**src/source/gcode_macros.svh**
```systemverilog
`ifndef GCODE_MACROS_SVH
`define GCODE_MACROS_SVH

// widths
`define BYTE_BITS 8
`define COORD_BITS 24 // signed, in tenths of a unit
`define FIFO_DEPTH 64

// character codes seen in a motion line
`define ASCII_NL 8'h0A
`define ASCII_SP 8'h20
`define ASCII_DOT 8'h2E
`define ASCII_MINUS 8'h2D
`define ASCII_ZERO 8'h30
`define ASCII_NINE 8'h39

// word letters
`define ASCII_G 8'h47
`define ASCII_X 8'h58
`define ASCII_Y 8'h59
`define ASCII_I 8'h49
`define ASCII_J 8'h4A

`endif

```
**src/source/motion_pkg.sv**
```systemverilog
`include "gcode_macros.svh"

package motion_pkg;

	// coordinates are kept in tenths, so 10.2 is stored as 102
	typedef logic signed [`COORD_BITS-1:0] coord_t;

	typedef struct packed {
		coord_t x;
		coord_t y;
	} pos_t;

endpackage

```
**src/source/gcode_pkg.sv**
```systemverilog
package gcode_pkg;

	typedef enum logic [2:0] {
		OP_NONE = 3'd0,
		OP_G00 = 3'd1,
		OP_G01 = 3'd2,
		OP_G02 = 3'd3,
		OP_G03 = 3'd4
	} op_cmd_e;

	// one bit per argument letter
	typedef logic [3:0] arg_flags_t;

	localparam int FLAG_X = 0;
	localparam int FLAG_Y = 1;
	localparam int FLAG_I = 2;
	localparam int FLAG_J = 3;

	localparam arg_flags_t ARGS_LINEAR = 4'b0011; // X, Y
	localparam arg_flags_t ARGS_CIRCULAR = 4'b1111; // X, Y, I, J

	typedef struct packed {
		op_cmd_e cmd;
		motion_pkg::coord_t arg_1; // X
		motion_pkg::coord_t arg_2; // Y
		motion_pkg::coord_t arg_3; // I
		motion_pkg::coord_t arg_4; // J
		arg_flags_t flags;
		logic success;
	} op_t;

endpackage

```
**src/source/char_bus_if.sv**
```systemverilog
`timescale 1ns/1ps
`include "gcode_macros.svh"

interface char_bus_if;
	logic req;
	logic gnt;
	logic rd_trigger;
	logic rd_done;
	logic [`BYTE_BITS-1:0] rd_data;
	logic is_empty;

	modport requester (
		output req,
		output rd_trigger,
		input gnt,
		input rd_done,
		input rd_data,
		input is_empty
	);

	modport arbiter (
		input req,
		input rd_trigger,
		output gnt,
		output rd_done,
		output rd_data,
		output is_empty
	);
endinterface

```
**src/source/char_fifo.sv**
```systemverilog
`timescale 1ns/1ps
`include "gcode_macros.svh"

module char_fifo (
	input logic sub_intf,
	input logic rst_n,
	input logic wr_valid,
	input logic [`BYTE_BITS-1:0] wr_data,
	input logic rd_trigger,
	output logic [`BYTE_BITS-1:0] rd_data,
	output logic rd_done,
	output logic is_empty,
	output logic is_full
);
	localparam int AW = $clog2(`FIFO_DEPTH);

	logic [`BYTE_BITS-1:0] mem [`FIFO_DEPTH];
	logic [AW-1:0] wr_ptr;
	logic [AW-1:0] rd_ptr;
	logic [AW:0] count;
	logic do_wr;
	logic do_rd;

	assign is_empty = (count == '0);
	assign is_full = (count == (AW+1)'(`FIFO_DEPTH));
	assign do_wr = wr_valid && !is_full; // writes into a full buffer are dropped
	assign do_rd = rd_trigger && !is_empty;

	always_ff @(posedge sub_intf) begin
		if (!rst_n) begin
			wr_ptr <= '0;
			rd_ptr <= '0;
			count <= '0;
			rd_done <= 1'b0;
		end else begin
			if (do_wr)
				wr_ptr <= wr_ptr + 1'b1; // depth is a power of two, pointers wrap
			if (do_rd)
				rd_ptr <= rd_ptr + 1'b1;
			count <= count + (AW+1)'(do_wr) - (AW+1)'(do_rd);
			rd_done <= do_rd;
		end
	end

	always_ff @(posedge sub_intf) begin
		if (do_wr)
			mem[wr_ptr] <= wr_data;
		if (do_rd)
			rd_data <= mem[rd_ptr];
	end

	// requesters only trigger when they see data
	a_no_empty_read: assert property (@(posedge sub_intf) disable iff (!rst_n)
		rd_trigger |-> !is_empty);

endmodule

```
**src/source/fifo_arbiter.sv**
```systemverilog
`timescale 1ns/1ps
`include "gcode_macros.svh"

module fifo_arbiter (
	input logic sub_intf,
	input logic rst_n,
	char_bus_if.arbiter cmd_bus,
	char_bus_if.arbiter lin_bus,
	char_bus_if.arbiter arc_bus,
	output logic rd_trigger,
	input logic [`BYTE_BITS-1:0] rd_data,
	input logic rd_done,
	input logic is_empty
);
	logic [2:0] reqs;
	logic [2:0] trigs;
	logic [2:0] gnt_q; // one-hot, index 0 cmd, 1 lin, 2 arc

	assign reqs = {arc_bus.req, lin_bus.req, cmd_bus.req};
	assign trigs = {arc_bus.rd_trigger, lin_bus.rd_trigger, cmd_bus.rd_trigger};

	always_ff @(posedge sub_intf) begin
		if (!rst_n)
			gnt_q <= 3'b000;
		else if ((gnt_q & reqs) == 3'b000)
			gnt_q <= reqs & (~reqs + 3'd1); // lowest set request wins
	end

	assign cmd_bus.gnt = gnt_q[0];
	assign lin_bus.gnt = gnt_q[1];
	assign arc_bus.gnt = gnt_q[2];

	assign rd_trigger = |(trigs & gnt_q);

	// only the owner hears completions; the others see an empty port
	assign cmd_bus.rd_done = rd_done && gnt_q[0];
	assign lin_bus.rd_done = rd_done && gnt_q[1];
	assign arc_bus.rd_done = rd_done && gnt_q[2];
	assign cmd_bus.is_empty = is_empty || !gnt_q[0];
	assign lin_bus.is_empty = is_empty || !gnt_q[1];
	assign arc_bus.is_empty = is_empty || !gnt_q[2];

	assign cmd_bus.rd_data = rd_data;
	assign lin_bus.rd_data = rd_data;
	assign arc_bus.rd_data = rd_data;

	a_one_grant: assert property (@(posedge sub_intf) disable iff (!rst_n)
		$onehot0(gnt_q));
	a_trigger_granted: assert property (@(posedge sub_intf) disable iff (!rst_n)
		(trigs & ~gnt_q) == 3'b000);

endmodule

```
**src/source/command_reader.sv**
```systemverilog
`timescale 1ns/1ps
`include "gcode_macros.svh"

module command_reader (
	input logic sub_intf,
	input logic rst_n,
	char_bus_if.requester bus,
	output logic lin_start,
	output logic arc_start,
	output gcode_pkg::op_cmd_e start_cmd,
	output logic fail_done,
	output gcode_pkg::op_t fail_op,
	input logic commit_done
);
	typedef enum logic [2:0] {
		ST_IDLE, ST_G, ST_D1, ST_D2, ST_DRAIN, ST_REPORT, ST_WAIT
	} state_e;

	state_e state;
	logic pending; // read issued, byte not back yet
	logic tens_zero;
	logic reading;
	logic is_digit;
	logic [`BYTE_BITS-1:0] ch;
	logic [3:0] units;

	assign ch = bus.rd_data;
	assign is_digit = (ch >= `ASCII_ZERO) && (ch <= `ASCII_NINE);
	assign units = ch[3:0];
	assign reading = (state == ST_G) || (state == ST_D1) || (state == ST_D2) ||
		(state == ST_DRAIN);

	assign bus.req = reading;
	assign bus.rd_trigger = reading && bus.gnt && !pending && !bus.is_empty;

	always_comb begin
		fail_op = '0;
		fail_op.cmd = gcode_pkg::OP_NONE;
	end

	always_ff @(posedge sub_intf) begin
		if (!rst_n) begin
			state <= ST_IDLE;
			pending <= 1'b0;
			tens_zero <= 1'b0;
			lin_start <= 1'b0;
			arc_start <= 1'b0;
			fail_done <= 1'b0;
			start_cmd <= gcode_pkg::OP_NONE;
		end else begin
			lin_start <= 1'b0;
			arc_start <= 1'b0;
			fail_done <= 1'b0;
			if (bus.rd_done)
				pending <= 1'b0;
			else if (bus.rd_trigger)
				pending <= 1'b1;

			case (state)
				ST_IDLE: state <= ST_G;
				ST_G: if (bus.rd_done) begin
					if (ch == `ASCII_G)
						state <= ST_D1;
					else if (ch != `ASCII_SP && ch != `ASCII_NL) // blank lines skipped
						state <= ST_DRAIN;
				end
				ST_D1: if (bus.rd_done) begin
					tens_zero <= (ch == `ASCII_ZERO);
					if (is_digit)
						state <= ST_D2;
					else
						state <= (ch == `ASCII_NL) ? ST_REPORT : ST_DRAIN;
				end
				ST_D2: if (bus.rd_done) begin
					if (is_digit && tens_zero && units <= 4'd3) begin
						start_cmd <= gcode_pkg::op_cmd_e'(units[2:0] + 3'd1);
						lin_start <= (units < 4'd2); // G00/G01
						arc_start <= (units >= 4'd2); // G02/G03
						state <= ST_WAIT;
					end else begin
						state <= (ch == `ASCII_NL) ? ST_REPORT : ST_DRAIN;
					end
				end
				ST_DRAIN: if (bus.rd_done && ch == `ASCII_NL)
					state <= ST_REPORT;
				ST_REPORT: begin
					fail_done <= 1'b1;
					state <= ST_WAIT;
				end
				ST_WAIT: if (commit_done)
					state <= ST_G;
				default: state <= ST_IDLE;
			endcase
		end
	end

endmodule

```
**src/source/word_subparser.sv**
```systemverilog
`timescale 1ns/1ps
`include "gcode_macros.svh"

module word_subparser #(
	parameter gcode_pkg::arg_flags_t ALLOWED = gcode_pkg::ARGS_LINEAR
) (
	input logic sub_intf,
	input logic rst_n,
	input logic start,
	input gcode_pkg::op_cmd_e start_cmd,
	char_bus_if.requester bus,
	input motion_pkg::pos_t cur_pos,
	output logic done,
	output gcode_pkg::op_t op
);
	typedef enum logic [1:0] {ST_IDLE, ST_SCAN, ST_NUM, ST_FINISH} state_e;

	state_e state;
	logic pending;
	gcode_pkg::op_cmd_e cmd_q;
	motion_pkg::coord_t args [4];
	gcode_pkg::arg_flags_t flags;
	logic ok;
	logic [1:0] sel; // letter of the word being read
	logic neg;
	logic in_frac;
	logic frac_taken;
	logic got_digit;
	logic [`COORD_BITS-1:0] int_acc;
	logic [3:0] frac_digit;
	logic [`BYTE_BITS-1:0] ch;
	logic is_digit;
	logic is_letter;
	logic [1:0] letter_idx;
	logic lead_space;
	logic [`COORD_BITS-1:0] magnitude;
	motion_pkg::coord_t word_val;
	logic arc_ok;

	assign ch = bus.rd_data;
	assign is_digit = (ch >= `ASCII_ZERO) && (ch <= `ASCII_NINE);
	assign lead_space = (ch == `ASCII_SP) && !got_digit && !neg && !in_frac;

	always_comb begin
		is_letter = 1'b1;
		letter_idx = 2'd0;
		case (ch)
			`ASCII_X: letter_idx = 2'(gcode_pkg::FLAG_X);
			`ASCII_Y: letter_idx = 2'(gcode_pkg::FLAG_Y);
			`ASCII_I: letter_idx = 2'(gcode_pkg::FLAG_I);
			`ASCII_J: letter_idx = 2'(gcode_pkg::FLAG_J);
			default: is_letter = 1'b0;
		endcase
	end

	// tenths: integer part times ten plus the first fractional digit
	assign magnitude = int_acc * `COORD_BITS'(10) + `COORD_BITS'(frac_digit);
	assign word_val = neg ? -motion_pkg::coord_t'(magnitude) : motion_pkg::coord_t'(magnitude);

	// an arc needs a center offset
	assign arc_ok = !(ALLOWED[gcode_pkg::FLAG_I] && ALLOWED[gcode_pkg::FLAG_J]) ||
		flags[gcode_pkg::FLAG_I] || flags[gcode_pkg::FLAG_J];

	assign bus.req = (state == ST_SCAN) || (state == ST_NUM);
	assign bus.rd_trigger = bus.req && bus.gnt && !pending && !bus.is_empty;

	always_ff @(posedge sub_intf) begin
		if (!rst_n) begin
			state <= ST_IDLE;
			pending <= 1'b0;
			done <= 1'b0;
		end else begin
			done <= 1'b0;
			if (bus.rd_done)
				pending <= 1'b0;
			else if (bus.rd_trigger)
				pending <= 1'b1;

			case (state)
				ST_IDLE: if (start) begin
					cmd_q <= start_cmd;
					flags <= '0;
					ok <= 1'b1;
					for (int k = 0; k < 4; k++)
						args[k] <= '0; // missing I/J read as zero
					state <= ST_SCAN;
				end
				ST_SCAN: if (bus.rd_done) begin
					if (ch == `ASCII_NL) begin
						state <= ST_FINISH;
					end else if (is_letter) begin
						sel <= letter_idx;
						neg <= 1'b0;
						in_frac <= 1'b0;
						frac_taken <= 1'b0;
						got_digit <= 1'b0;
						int_acc <= '0;
						frac_digit <= '0;
						if (!ALLOWED[letter_idx])
							ok <= 1'b0;
						state <= ST_NUM;
					end else if (ch != `ASCII_SP) begin
						ok <= 1'b0; // stray character
					end
				end
				ST_NUM: if (bus.rd_done) begin
					if (is_digit) begin
						got_digit <= 1'b1;
						if (!in_frac) begin
							int_acc <= int_acc * `COORD_BITS'(10) + `COORD_BITS'(ch[3:0]);
						end else if (!frac_taken) begin
							frac_digit <= ch[3:0];
							frac_taken <= 1'b1; // later digits dropped
						end
					end else if (ch == `ASCII_DOT && !in_frac) begin
						in_frac <= 1'b1;
					end else if (ch == `ASCII_MINUS && !got_digit && !neg && !in_frac) begin
						neg <= 1'b1;
					end else if (!lead_space) begin
						args[sel] <= word_val;
						flags[sel] <= 1'b1;
						if (!got_digit)
							ok <= 1'b0;
						if (ch == `ASCII_NL) begin
							state <= ST_FINISH;
						end else if (is_letter) begin
							sel <= letter_idx; // next word follows directly
							neg <= 1'b0;
							in_frac <= 1'b0;
							frac_taken <= 1'b0;
							got_digit <= 1'b0;
							int_acc <= '0;
							frac_digit <= '0;
							if (!ALLOWED[letter_idx])
								ok <= 1'b0;
						end else begin
							if (ch != `ASCII_SP)
								ok <= 1'b0;
							state <= ST_SCAN;
						end
					end
				end
				ST_FINISH: begin
					done <= 1'b1;
					state <= ST_IDLE;
				end
				default: state <= ST_IDLE;
			endcase
		end
	end

	always_ff @(posedge sub_intf) begin
		if (state == ST_FINISH) begin
			op.cmd <= cmd_q;
			op.arg_1 <= flags[gcode_pkg::FLAG_X] ? args[0] : cur_pos.x;
			op.arg_2 <= flags[gcode_pkg::FLAG_Y] ? args[1] : cur_pos.y;
			op.arg_3 <= args[2];
			op.arg_4 <= args[3];
			op.flags <= flags;
			op.success <= ok && arc_ok;
		end
	end

	a_start_idle: assert property (@(posedge sub_intf) disable iff (!rst_n)
		start |-> state == ST_IDLE);

endmodule

```
**src/source/op_commit.sv**
```systemverilog
`timescale 1ns/1ps

module op_commit (
	input logic sub_intf,
	input logic rst_n,
	input logic lin_done,
	input gcode_pkg::op_t lin_op,
	input logic arc_done,
	input gcode_pkg::op_t arc_op,
	input logic fail_done,
	input gcode_pkg::op_t fail_op,
	output logic commit_done,
	output logic op_valid,
	output gcode_pkg::op_t op,
	output motion_pkg::pos_t cur_pos
);
	logic any_done;
	gcode_pkg::op_t sel_op;

	assign any_done = lin_done || arc_done || fail_done;

	always_comb begin
		sel_op = fail_op;
		if (lin_done)
			sel_op = lin_op;
		else if (arc_done)
			sel_op = arc_op;
	end

	always_ff @(posedge sub_intf) begin
		if (!rst_n) begin
			op_valid <= 1'b0;
			cur_pos <= '0;
		end else begin
			op_valid <= any_done;
			if (any_done && sel_op.success) begin // failed ops do not move
				cur_pos.x <= sel_op.arg_1;
				cur_pos.y <= sel_op.arg_2;
			end
		end
	end

	always_ff @(posedge sub_intf) begin
		if (any_done)
			op <= sel_op;
	end

	// releases the command reader for the next line
	assign commit_done = op_valid;

	a_one_done: assert property (@(posedge sub_intf) disable iff (!rst_n)
		$onehot0({lin_done, arc_done, fail_done}));

endmodule

```
**src/source/gcode_top.sv**
```systemverilog
`timescale 1ns/1ps
`include "gcode_macros.svh"

module gcode_top (
	input logic sub_intf,
	input logic rst_n,
	input logic load_valid,
	input logic [`BYTE_BITS-1:0] load_char,
	output logic fifo_full,
	output logic op_valid,
	output gcode_pkg::op_cmd_e op_cmd,
	output motion_pkg::coord_t op_x,
	output motion_pkg::coord_t op_y,
	output motion_pkg::coord_t op_i,
	output motion_pkg::coord_t op_j,
	output gcode_pkg::arg_flags_t op_flags,
	output logic op_success,
	output motion_pkg::coord_t cur_x,
	output motion_pkg::coord_t cur_y
);
	logic rd_trigger;
	logic [`BYTE_BITS-1:0] rd_data;
	logic rd_done;
	logic is_empty;
	logic lin_start;
	logic arc_start;
	gcode_pkg::op_cmd_e start_cmd;
	logic lin_done;
	logic arc_done;
	logic fail_done;
	logic commit_done;
	gcode_pkg::op_t lin_op;
	gcode_pkg::op_t arc_op;
	gcode_pkg::op_t fail_op;
	gcode_pkg::op_t op;
	motion_pkg::pos_t cur_pos;

	char_bus_if cmd_bus ();
	char_bus_if lin_bus ();
	char_bus_if arc_bus ();

	char_fifo fifo0 (
		.sub_intf(sub_intf), .rst_n(rst_n),
		.wr_valid(load_valid), .wr_data(load_char),
		.rd_trigger(rd_trigger), .rd_data(rd_data), .rd_done(rd_done),
		.is_empty(is_empty), .is_full(fifo_full)
	);

	fifo_arbiter arb0 (
		.sub_intf(sub_intf), .rst_n(rst_n),
		.cmd_bus(cmd_bus.arbiter), .lin_bus(lin_bus.arbiter), .arc_bus(arc_bus.arbiter),
		.rd_trigger(rd_trigger), .rd_data(rd_data), .rd_done(rd_done), .is_empty(is_empty)
	);

	command_reader cmd_reader (
		.sub_intf(sub_intf), .rst_n(rst_n), .bus(cmd_bus.requester),
		.lin_start(lin_start), .arc_start(arc_start), .start_cmd(start_cmd),
		.fail_done(fail_done), .fail_op(fail_op), .commit_done(commit_done)
	);

	word_subparser #(.ALLOWED(gcode_pkg::ARGS_LINEAR)) lin_parser (
		.sub_intf(sub_intf), .rst_n(rst_n), .start(lin_start), .start_cmd(start_cmd),
		.bus(lin_bus.requester), .cur_pos(cur_pos), .done(lin_done), .op(lin_op)
	);

	word_subparser #(.ALLOWED(gcode_pkg::ARGS_CIRCULAR)) arc_parser (
		.sub_intf(sub_intf), .rst_n(rst_n), .start(arc_start), .start_cmd(start_cmd),
		.bus(arc_bus.requester), .cur_pos(cur_pos), .done(arc_done), .op(arc_op)
	);

	op_commit commit0 (
		.sub_intf(sub_intf), .rst_n(rst_n),
		.lin_done(lin_done), .lin_op(lin_op), .arc_done(arc_done), .arc_op(arc_op),
		.fail_done(fail_done), .fail_op(fail_op), .commit_done(commit_done),
		.op_valid(op_valid), .op(op), .cur_pos(cur_pos)
	);

	assign op_cmd = op.cmd;
	assign op_x = op.arg_1;
	assign op_y = op.arg_2;
	assign op_i = op.arg_3;
	assign op_j = op.arg_4;
	assign op_flags = op.flags;
	assign op_success = op.success;
	assign cur_x = cur_pos.x;
	assign cur_y = cur_pos.y;

endmodule

```
**config.mk**
```make
export PLATFORM = sky130hd
export DESIGN_NAME = gcode_top
export DESIGN_NICKNAME = d
export VERILOG_FILES = /design/src/source/motion_pkg.sv /design/src/source/gcode_pkg.sv /design/src/source/char_bus_if.sv /design/src/source/char_fifo.sv /design/src/source/fifo_arbiter.sv /design/src/source/command_reader.sv /design/src/source/word_subparser.sv /design/src/source/op_commit.sv /design/src/source/gcode_top.sv
export VERILOG_INCLUDE_DIRS = /design/src /design/src/source
export SDC_FILE = /design/constraint.sdc
export NUM_CORES = 2
export LEC_CHECK = 0
export ABC_AREA = 1
export BUFFER_PORTS_ARGS = -buffer_cell sky130_fd_sc_hd__buf_4
export CORE_MARGIN = 3
export CORE_UTILIZATION = 30
export DETAILED_ROUTE_END_ITERATION = 6
export PLACE_DENSITY = 0.55
export SYNTH_ARGS = -nofsm -noshare
export SYNTH_HDL_FRONTEND = slang
export SYNTH_SLANG_ARGS = --single-unit
```
**constraint.sdc**
```tcl
create_clock -name sub_intf -period 5.1 [get_ports sub_intf]
set_input_delay 1.02 -clock sub_intf [delete_from_list [all_inputs] [get_ports sub_intf]]
set_output_delay 1.02 -clock sub_intf [all_outputs]
set_load 0.02 [all_outputs]
```
==> impl_metrics.ini <==
[outcome]
status = complete, no violations

[grt]
grt_max_degree = 102
grt_pass1_vias = 34955
antenna_found_initial = 2
gr-total-overflow = 0
grt_pass1_wl_mm = 220
track_usage = 0.157

[synthesis]
async_flop_share = 0
yosysSeqAreaShare = 0.658
synth_flop_cell = edfxtp_1
synth_cell_type_count = 58
synthCells = 4855
syn-num-nets = 4989
synth-seq-cells = 1197
netlist_area_um2 = 53300
ys_warn_count = 0
synth_edf_count = 1106
syn_avg_cell_area_um2 = 11.0

[timing]
fin_tns_setup_ns = 0
clock.fmax_mhz = 247
worstMarginPinSlew_ns = 1.23
drv_slew = 0
period_share = 0.792
slew_headroom = 0.178
clock_skew_ns = 0.0233
hold_viol = 0
period_minus_slack_ns = 4.04
setup_viol = 0
grt_setup_unrepaired = no

[critical_path]
cp-start-kind = register
cp.required_ns = 5.68
timing.rr.end = arc_parser.args[1][19]
critPathKind = reg2reg
regToRegSetupSlack_ns = 1.06
crit_path_max_fanout = 7
path_cells = ha_1, ha_1, fa_1, nand2_1, inv_2, nand4_1, nand2_2, nand2_1, nand2_1, inv_1, nor2_1, nand4_1, nor2_1, nand3_1, nor2_2, nand3_2, nand4_1, nand3_1, nor2_1
path_buf_inv = 2
arrival_ns = 4.62
crit_family = simple AND/OR/NAND/NOR gates
max_stage_delay_ns = 0.55
crit_cells = 19
crit_path_end_kind = register
cp_slowest_cell = fa_1
ff2ff_path_depth = 19
r2r_start = arc_parser.int_acc[1]

[drt]
wl_mm = 147
viasPerCell = 4.90
wl_per_cell_um = 19.8
first_pass_iters = 6
routed-via-count = 36472
antenna_left = 0
remaining_drc_errors = 0
drt_iter0_drc = 3266

[power]
p_per_area_nw_per_um2 = 374
vdd_drop_max_mv = 0.287
p_leak_nw = 21.8

[finish]
area_delta_synth_final_pct = 14.3
layout-drive-gt1-share = 0.114
fillers = 17506
diodes = 0
stdcell_count = 7439
mostFrequentLayoutCells = edfxtp_1 (1106), nand2_1 (742), nor2_1 (675)
final_common_cell = edfxtp_1
nNetsFinal = 5133

[place]
dp_cells = 7219
hpwlAfterDp_mm = 99.4
gp_congestion = 0.872
port-buffer-count = 164

[floorplan]
initial_utilization = 0.302
die_x_um = 427
ios = 165
rows = 154
core_area_um2 = 176000
die-area_um2 = 183000
die_h_um = 427

[clocking]
cts_resized = 0
clock-sinks = 1197
holdBufCountCts = 0
clkTransAtPathRegs_ns = 0.07
clk_latency_ns = 0.73
numCtsBuffers = 118
cts-htree-levels = 3
root_buffer = clkbuf_16
cts_setup_buffers = 0
clock_path_buffers = 3
cts_tree = done

[min_path]
hold_class = reg2reg
hold_path_end = lin_parser.op[8]
worstHoldStart = lin_parser.args[3][3]
hold-path-cell-count = 0

[job]
maxCapViolCount = 0
metal layers:
layer	routed length, um	up-vias	part of all wire	GRT usage
met1	64500	17742	0.44	0.211
met5	12	-	0.000082	0
met2	69400	1078	0.47	0.260
met3	8270	220	0.056	0.0233
met4	4940	2	0.034	0.0532
li1	-	17430	-	-
Yosys cell counts, types with 28 or more instances:
cell	n	area share
nand3_1	232	0.022
nand2_2	49	0.0058
xor2_1	28	0.0046
nor2_1	677	0.048
o22ai_1	80	0.0094
nor3_1	44	0.0041
edfxtp_1	1106	0.62
inv_1	399	0.028
ha_1	116	0.027
nand2_1	742	0.052
nand4_1	59	0.0069
a21oi_1	146	0.014
a22o_1	103	0.017
o221ai_1	52	0.0085
clkbuf_1	196	0.014
dfxtp_1	91	0.034
nor2_2	29	0.0034
o21ai_0	498	0.047
power breakdown:
group	switching (mW)	internal, mW
sequential	0.140	10.9
combinational	2.49	1.01
clock	3.73	4.57
area by class of cell:
| type | instances | area [um2] | share of cell area |
|---|---|---|---|
| well taps | 2340 | 2930 | 0.0481 |
| inverters | 432 | 1630 | 0.0267 |
| multi-input cells | 3016 | 15900 | 0.261 |
| clock inverters | 59 | 408 | 0.00670 |
| repair buffers | 234 | 1780 | 0.0292 |
| flip-flops and latches | 1197 | 35000 | 0.575 |
| clock buffers | 161 | 3230 | 0.0530 |
worst max-delay path by stage:
stage,start,end,slack (ns)
5_1_grt,arc_parser.int_acc[1],arc_parser.args[2][19],0.70
4_1_cts,arc_parser.int_acc[1],arc_parser.args[1][19],1.06
6_report,arc_parser.int_acc[1],arc_parser.args[1][19],1.06
3_5_place_dp,arc_parser.int_acc[1],arc_parser.args[1][19],1.07
3_3_place_gp,arc_parser.int_acc[1],arc_parser.args[0][19],1.10
2_1_floorplan,rst_n,lin_parser.args[3][0],0.56
cells by family after synthesis:
| group | Yosys count | synth area share |
|---|---|---|
| muxes | 2 | 0.000376 |
| AOI/OAI and AO/OA | 954 | 0.106 |
| DFF | 1197 | 0.658 |
| xor gates and xnor gates | 40 | 0.00686 |
| adders and majority gates | 123 | 0.0299 |
| and+or+nand+nor | 1897 | 0.154 |
| buffers and inverters | 642 | 0.0454 |
worst register-to-register path: stages (launching register included):
cell      delay (ns)
edfxtp_1        0.48
ha_1            0.34
ha_1            0.24
fa_1            0.55
nand2_1         0.08
inv_2           0.11
nand4_1         0.13
nand2_2         0.18
nand2_1         0.07
nand2_1         0.13
inv_1           0.07
nor2_1          0.14
nand4_1         0.14
nor2_1          0.11
nand3_1         0.11
nor2_2          0.18
nand3_2         0.10
nand4_1         0.08
nand3_1         0.42
nor2_1          0.23
through the flow:
step                      setup slack [ns]   util  power, mW  hold WS (ns)  instance area, um2
final                                 1.06  0.346       22.8         0.415               60900
after floorplan                      0.559      -       13.5         0.400               53300
after global routing                 0.703  0.346       23.8         0.424               60900
after detailed placement              1.07  0.325       14.7         0.405               57300
after global placement                1.10  0.325       14.7         0.400               57300
after CTS                             1.06  0.346       23.0         0.417               60900
flip-flops by register name, indices dropped and copies added (netlist names), 4 cells and up:
register               flops
arc_parser.int_acc        23
fifo0.mem                512
fifo0.rd_ptr               6
lin_parser.flags           4
lin_parser.frac_digit      4
fifo0.wr_ptr               6
lin_parser.int_acc        23
arc_parser.frac_digit      4
lin_parser.op            104
fifo0.rd_data              8
arc_parser.args           96
fifo0.count                7
lin_parser.args           96
arc_parser.flags           4
commit0.op               104
commit0.cur_pos           48
arc_parser.op            104
Power figures use the tool's default switching activity.
